<file path="src/design/cache_pkg.sv">
package cache_pkg;

    // cpu side of the cache
    localparam int NUM_PORTS = 2;
    localparam int NUM_BANKS = 4;

    // byte address geometry
    localparam int ADDR_W   = 10;
    localparam int OFFSET_W = 2;
    // bank select sits in addr[3:2]
    localparam int BANK_W   = 2;
    // set index sits in addr[6:4]
    localparam int INDEX_W  = 3;
    // tag sits in addr[9:7]
    localparam int TAG_W    = 3;

    // derived sizes
    localparam int BYTE_W   = 8;
    localparam int NUM_SETS = 2 ** INDEX_W;

    // cpu or bank request
    // read and write are never set together
    typedef struct packed {
        logic              read;
        logic              write;
        logic [ADDR_W-1:0] addr;
        logic [BYTE_W-1:0] writedata;
    } cpu_req_t;

    // cpu or bank response
    // readdata only meaningful in the completion cycle of a read
    typedef struct packed {
        logic              busywait;
        logic [BYTE_W-1:0] readdata;
    } cpu_rsp_t;

endpackage

</file>
<file path="src/design/mem_pkg.sv">
package mem_pkg;

    // one line is one memory word
    localparam int WORD_W     = 32;

    // word address is {tag, index, bank}
    localparam int MEM_ADDR_W = 8;

    // memory transaction
    // present while read or write is set, held until done
    typedef struct packed {
        logic                  read;
        logic                  write;
        logic [MEM_ADDR_W-1:0] addr;
        logic [WORD_W-1:0]     writedata;
    } mem_req_t;

    // memory completion
    // readdata valid only with done
    typedef struct packed {
        logic              done;
        logic [WORD_W-1:0] readdata;
    } mem_rsp_t;

endpackage

</file>
<file path="src/design/bank_crossbar.sv">
`timescale 1ns/1ns

module bank_crossbar import cache_pkg::*; (
    input  logic     clock,
    input  logic     reset,
    input  cpu_req_t cpu_req  [NUM_PORTS],
    output cpu_rsp_t cpu_rsp  [NUM_PORTS],
    output cpu_req_t bank_req [NUM_BANKS],
    input  cpu_rsp_t bank_rsp [NUM_BANKS]
);

    // per port decode
    logic [NUM_PORTS-1:0] port_present;
    logic [BANK_W-1:0]    port_bank [NUM_PORTS];

    // per bank request vector, one bit per port
    logic [NUM_PORTS-1:0] want [NUM_BANKS];

    // grant state per bank
    logic [NUM_BANKS-1:0] busy;
    logic [NUM_BANKS-1:0] owner;
    // port favored on the next conflict
    logic [NUM_BANKS-1:0] prio;

    // effective grant this cycle
    logic [NUM_BANKS-1:0] gnt_valid;
    logic [NUM_BANKS-1:0] gnt_port;
    logic [NUM_BANKS-1:0] done;

    // bank select decode
    always_comb begin
        for (int p = 0; p < NUM_PORTS; p++) begin
            port_present[p] = cpu_req[p].read | cpu_req[p].write;
            port_bank[p]    = cpu_req[p].addr[OFFSET_W +: BANK_W];
        end
        for (int b = 0; b < NUM_BANKS; b++) begin
            for (int p = 0; p < NUM_PORTS; p++) begin
                want[b][p] = port_present[p] && (port_bank[p] == BANK_W'(b));
            end
        end
    end

    // grant per bank
    // a held grant wins, otherwise a fresh one is taken this cycle
    always_comb begin
        for (int b = 0; b < NUM_BANKS; b++) begin
            gnt_valid[b] = 1'b0;
            gnt_port[b]  = 1'b0;
            if (busy[b]) begin
                gnt_valid[b] = 1'b1;
                gnt_port[b]  = owner[b];
            end else if (&want[b]) begin
                // conflict, round robin
                gnt_valid[b] = 1'b1;
                gnt_port[b]  = prio[b];
            end else if (want[b][0]) begin
                gnt_valid[b] = 1'b1;
                gnt_port[b]  = 1'b0;
            end else if (want[b][1]) begin
                gnt_valid[b] = 1'b1;
                gnt_port[b]  = 1'b1;
            end
            // bank finishes when busywait drops under a granted request
            done[b] = gnt_valid[b] && !bank_rsp[b].busywait;
        end
    end

    // forward the granted request, idle banks see nothing
    always_comb begin
        for (int b = 0; b < NUM_BANKS; b++) begin
            if (gnt_valid[b]) begin
                bank_req[b] = cpu_req[gnt_port[b]];
            end else begin
                bank_req[b] = '0;
            end
        end
    end

    // return path
    // losers and waiting ports stay in busywait
    always_comb begin
        for (int p = 0; p < NUM_PORTS; p++) begin
            cpu_rsp[p].busywait = port_present[p];
            cpu_rsp[p].readdata = '0;
            for (int b = 0; b < NUM_BANKS; b++) begin
                if (gnt_valid[b] && (gnt_port[b] == 1'(p)) && want[b][p]) begin
                    cpu_rsp[p] = bank_rsp[b];
                end
            end
        end
    end

    always_ff @(posedge clock) begin
        if (reset) begin
            busy  <= '0;
            owner <= '0;
            prio  <= '0;
        end else begin
            for (int b = 0; b < NUM_BANKS; b++) begin
                if (done[b]) begin
                    // release, other port goes first next time
                    busy[b] <= 1'b0;
                    prio[b] <= ~gnt_port[b];
                end else if (gnt_valid[b]) begin
                    busy[b]  <= 1'b1;
                    owner[b] <= gnt_port[b];
                end
            end
        end
    end

endmodule

</file>
<file path="src/design/dcache_bank.sv">
`timescale 1ns/1ns

module dcache_bank import cache_pkg::*; import mem_pkg::*; (
    input  logic     clock,
    input  logic     reset,
    input  cpu_req_t req,
    output cpu_rsp_t rsp,
    output mem_req_t mem_req,
    input  mem_rsp_t mem_rsp
);

    typedef enum logic [1:0] {
        state_idle,
        state_lookup,
        state_writeback,
        state_refill
    } state_t;

    state_t state;
    state_t state_next;

    // line status, cleared on reset
    logic [NUM_SETS-1:0] valid_bits;
    logic [NUM_SETS-1:0] dirty_bits;

    // tag and data arrays
    logic [TAG_W-1:0]  tag_mem  [NUM_SETS];
    logic [WORD_W-1:0] line_mem [NUM_SETS];

    // request fields
    logic                present;
    logic [TAG_W-1:0]    tag;
    logic [INDEX_W-1:0]  index;
    logic [BANK_W-1:0]   bank_sel;
    logic [OFFSET_W-1:0] offset;

    logic hit;
    logic write_hit;

    assign present  = req.read | req.write;
    assign tag      = req.addr[ADDR_W-1 -: TAG_W];
    assign index    = req.addr[OFFSET_W + BANK_W +: INDEX_W];
    // bank bits of a routed request always name this bank
    assign bank_sel = req.addr[OFFSET_W +: BANK_W];
    assign offset   = req.addr[OFFSET_W-1:0];

    // tag compare
    assign hit       = valid_bits[index] && (tag_mem[index] == tag);
    assign write_hit = (state == state_lookup) && hit && req.write;

    // completion only in lookup on a hit
    assign rsp.busywait = present && !((state == state_lookup) && hit);
    // byte select from the indexed line
    assign rsp.readdata = line_mem[index][BYTE_W*offset +: BYTE_W];

    // next state
    always_comb begin
        state_next = state;
        case (state)
            state_idle: begin
                if (present) begin
                    state_next = state_lookup;
                end
            end
            state_lookup: begin
                if (!present || hit) begin
                    state_next = state_idle;
                end else if (valid_bits[index] && dirty_bits[index]) begin
                    // old line must go out first
                    state_next = state_writeback;
                end else begin
                    state_next = state_refill;
                end
            end
            state_writeback: begin
                if (mem_rsp.done) begin
                    state_next = state_refill;
                end
            end
            state_refill: begin
                // back to lookup, which then hits
                if (mem_rsp.done) begin
                    state_next = state_lookup;
                end
            end
            default: state_next = state_idle;
        endcase
    end

    // memory side
    always_comb begin
        mem_req = '0;
        case (state)
            state_writeback: begin
                // victim goes to the address of its own tag
                mem_req.write     = 1'b1;
                mem_req.addr      = {tag_mem[index], index, bank_sel};
                mem_req.writedata = line_mem[index];
            end
            state_refill: begin
                mem_req.read = 1'b1;
                mem_req.addr = {tag, index, bank_sel};
            end
            default: mem_req = '0;
        endcase
    end

    // control state
    always_ff @(posedge clock) begin
        if (reset) begin
            state      <= state_idle;
            valid_bits <= '0;
            dirty_bits <= '0;
        end else begin
            state <= state_next;
            if (state == state_refill && mem_rsp.done) begin
                // fresh line is clean
                valid_bits[index] <= 1'b1;
                dirty_bits[index] <= 1'b0;
            end else if (state == state_writeback && mem_rsp.done) begin
                dirty_bits[index] <= 1'b0;
            end else if (write_hit) begin
                dirty_bits[index] <= 1'b1;
            end
        end
    end

    // tag and line payload
    always_ff @(posedge clock) begin
        if (state == state_refill && mem_rsp.done) begin
            tag_mem[index]  <= tag;
            line_mem[index] <= mem_rsp.readdata;
        end else if (write_hit) begin
            // byte merge
            line_mem[index][BYTE_W*offset +: BYTE_W] <= req.writedata;
        end
    end

endmodule

</file>
<file path="src/design/dcache_top.sv">
`timescale 1ns/1ns

module dcache_top import cache_pkg::*; import mem_pkg::*; (
    input  logic     clock,
    input  logic     reset,
    input  cpu_req_t cpu_req [NUM_PORTS],
    output cpu_rsp_t cpu_rsp [NUM_PORTS],
    output mem_req_t mem_req,
    input  mem_rsp_t mem_rsp
);

    // crossbar to banks
    cpu_req_t bank_req [NUM_BANKS];
    cpu_rsp_t bank_rsp [NUM_BANKS];

    // banks to memory arbiter
    mem_req_t bank_mem_req [NUM_BANKS];
    mem_rsp_t bank_mem_rsp [NUM_BANKS];

    bank_crossbar crossbar_i (
        .clock    (clock),
        .reset    (reset),
        .cpu_req  (cpu_req),
        .cpu_rsp  (cpu_rsp),
        .bank_req (bank_req),
        .bank_rsp (bank_rsp)
    );

    // one bank per bank select value
    for (genvar b = 0; b < NUM_BANKS; b++) begin : g_bank
        dcache_bank bank_i (
            .clock   (clock),
            .reset   (reset),
            .req     (bank_req[b]),
            .rsp     (bank_rsp[b]),
            .mem_req (bank_mem_req[b]),
            .mem_rsp (bank_mem_rsp[b])
        );
    end

    // single shared memory port
    mem_arbiter arbiter_i (
        .clock        (clock),
        .reset        (reset),
        .bank_mem_req (bank_mem_req),
        .bank_mem_rsp (bank_mem_rsp),
        .mem_req      (mem_req),
        .mem_rsp      (mem_rsp)
    );

endmodule

</file>
<file path="src/design/mem_arbiter.sv">
`timescale 1ns/1ns

module mem_arbiter import cache_pkg::*; import mem_pkg::*; (
    input  logic     clock,
    input  logic     reset,
    input  mem_req_t bank_mem_req [NUM_BANKS],
    output mem_rsp_t bank_mem_rsp [NUM_BANKS],
    output mem_req_t mem_req,
    input  mem_rsp_t mem_rsp
);

    // transaction in flight
    logic              busy;
    logic [BANK_W-1:0] owner;
    // last bank granted, search starts after it
    logic [BANK_W-1:0] last;

    logic [NUM_BANKS-1:0] pending;
    logic [BANK_W-1:0]    cand;
    logic [BANK_W-1:0]    sel;
    logic                 sel_valid;

    // pick one bank
    always_comb begin
        for (int b = 0; b < NUM_BANKS; b++) begin
            pending[b] = bank_mem_req[b].read | bank_mem_req[b].write;
        end
        sel       = owner;
        sel_valid = busy;
        cand      = last;
        if (!busy) begin
            // round robin from the bank after the last winner
            for (int k = 1; k <= NUM_BANKS; k++) begin
                cand = last + BANK_W'(k);
                if (!sel_valid && pending[cand]) begin
                    sel       = cand;
                    sel_valid = 1'b1;
                end
            end
        end
    end

    // forward the granted transaction
    assign mem_req = sel_valid ? bank_mem_req[sel] : '0;

    // done goes only to the granted bank
    always_comb begin
        for (int b = 0; b < NUM_BANKS; b++) begin
            bank_mem_rsp[b].done     = sel_valid && (sel == BANK_W'(b)) && mem_rsp.done;
            bank_mem_rsp[b].readdata = mem_rsp.readdata;
        end
    end

    always_ff @(posedge clock) begin
        if (reset) begin
            busy  <= 1'b0;
            owner <= '0;
            // first search starts at bank 0
            last  <= '1;
        end else begin
            // hold until done, done on the grant cycle frees at once
            busy <= sel_valid && !mem_rsp.done;
            if (sel_valid) begin
                owner <= sel;
            end
            if (sel_valid && !busy) begin
                last <= sel;
            end
        end
    end

endmodule

</file>
<file path="config.mk">
export PLATFORM = sky130hd
export DESIGN_NAME = dcache_top
export DESIGN_NICKNAME = d
export VERILOG_FILES = /design/src/design/cache_pkg.sv /design/src/design/mem_pkg.sv /design/src/design/bank_crossbar.sv /design/src/design/dcache_bank.sv /design/src/design/dcache_top.sv /design/src/design/mem_arbiter.sv
export SDC_FILE = /design/constraint.sdc
export NUM_CORES = 2
export LEC_CHECK = 0
export BUFFER_PORTS_ARGS = -buffer_cell sky130_fd_sc_hd__buf_4
export CAP_MARGIN = 10
export CORE_UTILIZATION = 55
export CTS_CLUSTER_DIAMETER = 200
export DETAILED_ROUTE_END_ITERATION = 8
export PLACE_DENSITY = 0.71
export SLEW_MARGIN = 25
export SYNTH_ARGS = -nofsm -noshare
export SYNTH_HDL_FRONTEND = slang
export SYNTH_HIERARCHICAL = 1
export SYNTH_SLANG_ARGS = --single-unit
</file>
<file path="constraint.sdc">
create_clock -name clock -period 11.75 [get_ports clock]
set_clock_uncertainty 0.15 [all_clocks]
set_input_delay 0.5875 -clock clock [delete_from_list [all_inputs] [get_ports clock]]
set_output_delay 0.5875 -clock clock [all_outputs]
set_load 0.005 [all_outputs]
</file>
==> flow_metrics.tcl <==
set metrics [dict create \
    antenna_found_initial 26 \
    die_area_um2 106000 \
    overflow 0 \
    boundaryPins 135 \
    cts_resized 0 \
    firstDrtPassIters 6 \
    status "completed" \
    yosys.cell_types.count 93 \
    synth_seq_area_share 0.614 \
    p_leak_nw 21.2 \
    end_kind "primary output" \
    ir_worst_vdd_v 0.000149 \
    drcViolationCount 0 \
    cts.path.max_buffers 3 \
    floorplan.die.width_um 326 \
    start_util 0.556 \
    arrival_ns 7.05 \
    drtAntennaViolNets 0 \
    grt_pass1_vias 36600 \
    port_buffers 134 \
    tightest_slew_ns 1.27 \
    synth_edf_count 1120 \
    layout.cells.most_common_list "edfxtp_1 (1120), nand2_1 (433), nor2_1 (420)" \
    path_class "flop to primary output" \
    core_area_um2 104000 \
    maxCapViolCount 0 \
    place_area_um2 58800 \
    synth_top_cells_by_area "edfxtp_1 (58%), mux2i_1 (5.3%), dfxtp_1 (3.1%)" \
    slew_violations 0 \
    drtIter0Drc 6457 \
    place_ws_ns 4.44 \
    synthesis.nets 4564 \
    layout_commonest_cell "edfxtp_1" \
    syn2layout_area_growth_pct 8.80 \
    cts_buffers 118 \
    grt_pass1_wl_um 273000 \
    setup_slack_ns 3.96 \
    hp-class "input port to flop" \
    synth-main-ff-cell "edfxtp_1" \
    layout_min_cycle_time_ns 7.79 \
    p_per_area_nw_per_um2 176 \
    via_per_inst 6.82 \
    hold_viol 0 \
    grtUsageTotal 0.366 \
    cts_tree "done" \
    clock_latency_ns 0.73 \
    dpl.hpwl_um 139000 \
    avgSynthCellArea_um2 13.0 \
    wl_um 198000 \
    whs_ns 0.140 \
    place.gp.congestion 1.04 \
    relSlewSlack 0.142 \
    design_area_um2 62700 \
    critPathLaunchType "flop" \
    fmax_ghz 0.128 \
    rsz0062_at_grt "no" \
    yosys.area.top_type_share 0.583 \
    synth_cells 4453 \
    root_buffer "clkbuf_16" \
    wl_per_cell_um 33.5 \
    synthArstFlopShare 0 \
    crit_required_ns 11.01 \
    fin_setup_tns_ns 0 \
    final_net_count 4521 \
    crit_path_max_fanout 46 \
    num_rows 118 \
    die_h_um 326 \
    h-tree-depth 3 \
    synthesis.area_um2 57700 \
    setup_viol 0 \
    dr_total_vias 40300 \
    layout-drive-gt1-share 0.154 \
    synth_seq_cells 1209 \
    cts_sinks 1209 \
    synth_top_area_cell "edfxtp_1" \
    fill_cells 7966 \
    grt_start_max_net_pins 54 \
    yosysWarnings 6 \
    period_share 0.663 \
    clkTransAtPathRegs_ns 0.07 \
]
==> state kept, by name (all words and copies together) (netlist names), named ones only <==
register / cells
crossbar_i/prio: 4
crossbar_i/busy: 4
g_bank.bank_i/state: 8
arbiter_i/owner: 2
g_bank.bank_i/valid_bits: 32
arbiter_i/last: 2
g_bank.bank_i/line_mem: 1024
crossbar_i/owner: 4
g_bank.bank_i/tag_mem: 96
arbiter_i/busy: 1
==> worst max-delay path: stages (launching register included) <==
cell and delay, ns:
dfxtp_1 0.37, nor4_2 0.45, o21a_1 0.68, nand2_1 0.20, nand2_4 0.62, buf_4 0.58
nor2_1 0.24, buf_4 0.30, a221oi_1 0.31, a21oi_1 0.07, a221o_1 0.38, mux4_2 0.58
a221oi_1 0.76, o21ai_0 0.47, buf_4 0.27
==> power breakdown <==
part           leakage, nW  total [W]  switching [W]  internal (W)
clock network         1.85    0.00377        0.00162       0.00215
registers             10.8    0.00475      0.0000271       0.00472
logic                 8.59    0.00253        0.00177      0.000766
total                 21.2     0.0110        0.00341       0.00764
==> Yosys cell counts (37+ instances only) <==
cell	number
mux2_2	95
inv_1	163
mux4_2	64
a31oi_1	51
nand2_1	436
nor3_1	72
nor2b_1	41
dfxtp_1	89
a221o_1	59
a21oi_1	137
edfxtp_1	1120
buf_2	66
a211oi_1	53
clkbuf_1	110
o21ai_0	121
mux2_1	38
mux2i_1	303
nor2_1	429
a22o_1	38
a22oi_1	111
a221oi_1	101
a211oi_2	37
and2_1	140
buf_4	143
==> what timing repair did <==
item                                   in CTS  in global routing
setup buffers                               0                  0
endpoints found under the hold margin       1                  0
hold buffers                                1                  0
==> cell type report <==
type	count	area (um^2)	area share
inverters	174	653	0.0104
repair buffers	211	1610	0.0256
well taps	1380	1730	0.0275
diodes	22	55.1	0.000877
clock buffers	163	3260	0.0519
multi-input cells	2696	19500	0.310
clock inverters	59	567	0.00903
flip-flops and latches	1209	35400	0.564
==> logic make-up (layout without fill, tap and decap cells) <==
| logic type | count (synthesis) | after routing | synth area share |
|---|---|---|---|
| AO/OA/AOI/OAI | 907 | 907 | 0.121 |
| other | 0 | 22 | 0 |
| multiplexers | 500 | 500 | 0.104 |
| flip-flops | 1209 | 1209 | 0.614 |
| adder cells (fa/ha/maj) | 36 | 36 | 0.00781 |
| AND/OR/NAND/NOR | 1253 | 1253 | 0.102 |
| buffers and inverters | 548 | 607 | 0.0523 |
==> per-stage QoR <==
step                      total power, W  std cells   util
after floorplan                  0.00637       4453      -
after global placement           0.00723       5667  0.566
after detailed placement         0.00725       5667  0.567
after CTS                         0.0110       5890  0.603
after global routing              0.0113       5895  0.604
final                             0.0110       5914  0.605
==> worst paths after layout <==
kind	start	endpoint	slack (ns)	cells past startpoint
min reg2reg	g_bank[3].bank_i/valid_bits[2]$_SDFFE_PP0P_	g_bank[3].bank_i/valid_bits[2]$_SDFFE_PP0P_	0.32	2
max	crossbar_i/busy[0]$_SDFFE_PP0P_	cpu_rsp[5]	3.96	14
min	reset	g_bank[3].bank_i/valid_bits[1]$_SDFFE_PP0P_	0.14	2
max reg2reg	crossbar_i/prio[3]$_SDFFE_PP0P_	g_bank[3].bank_i/line_mem[6][3]$_DFFE_PP_	5.44	13
==> layer usage <==
metal	track usage	vias to the layer above	wire length [um]
met1	0.498	19900	73300
met5	0.0111	-	208
met2	0.511	3150	82200
met3	0.154	556	32600
li1	-	16700	-
met4	0.158	32	9950
(Power assumes the default switching activity.)
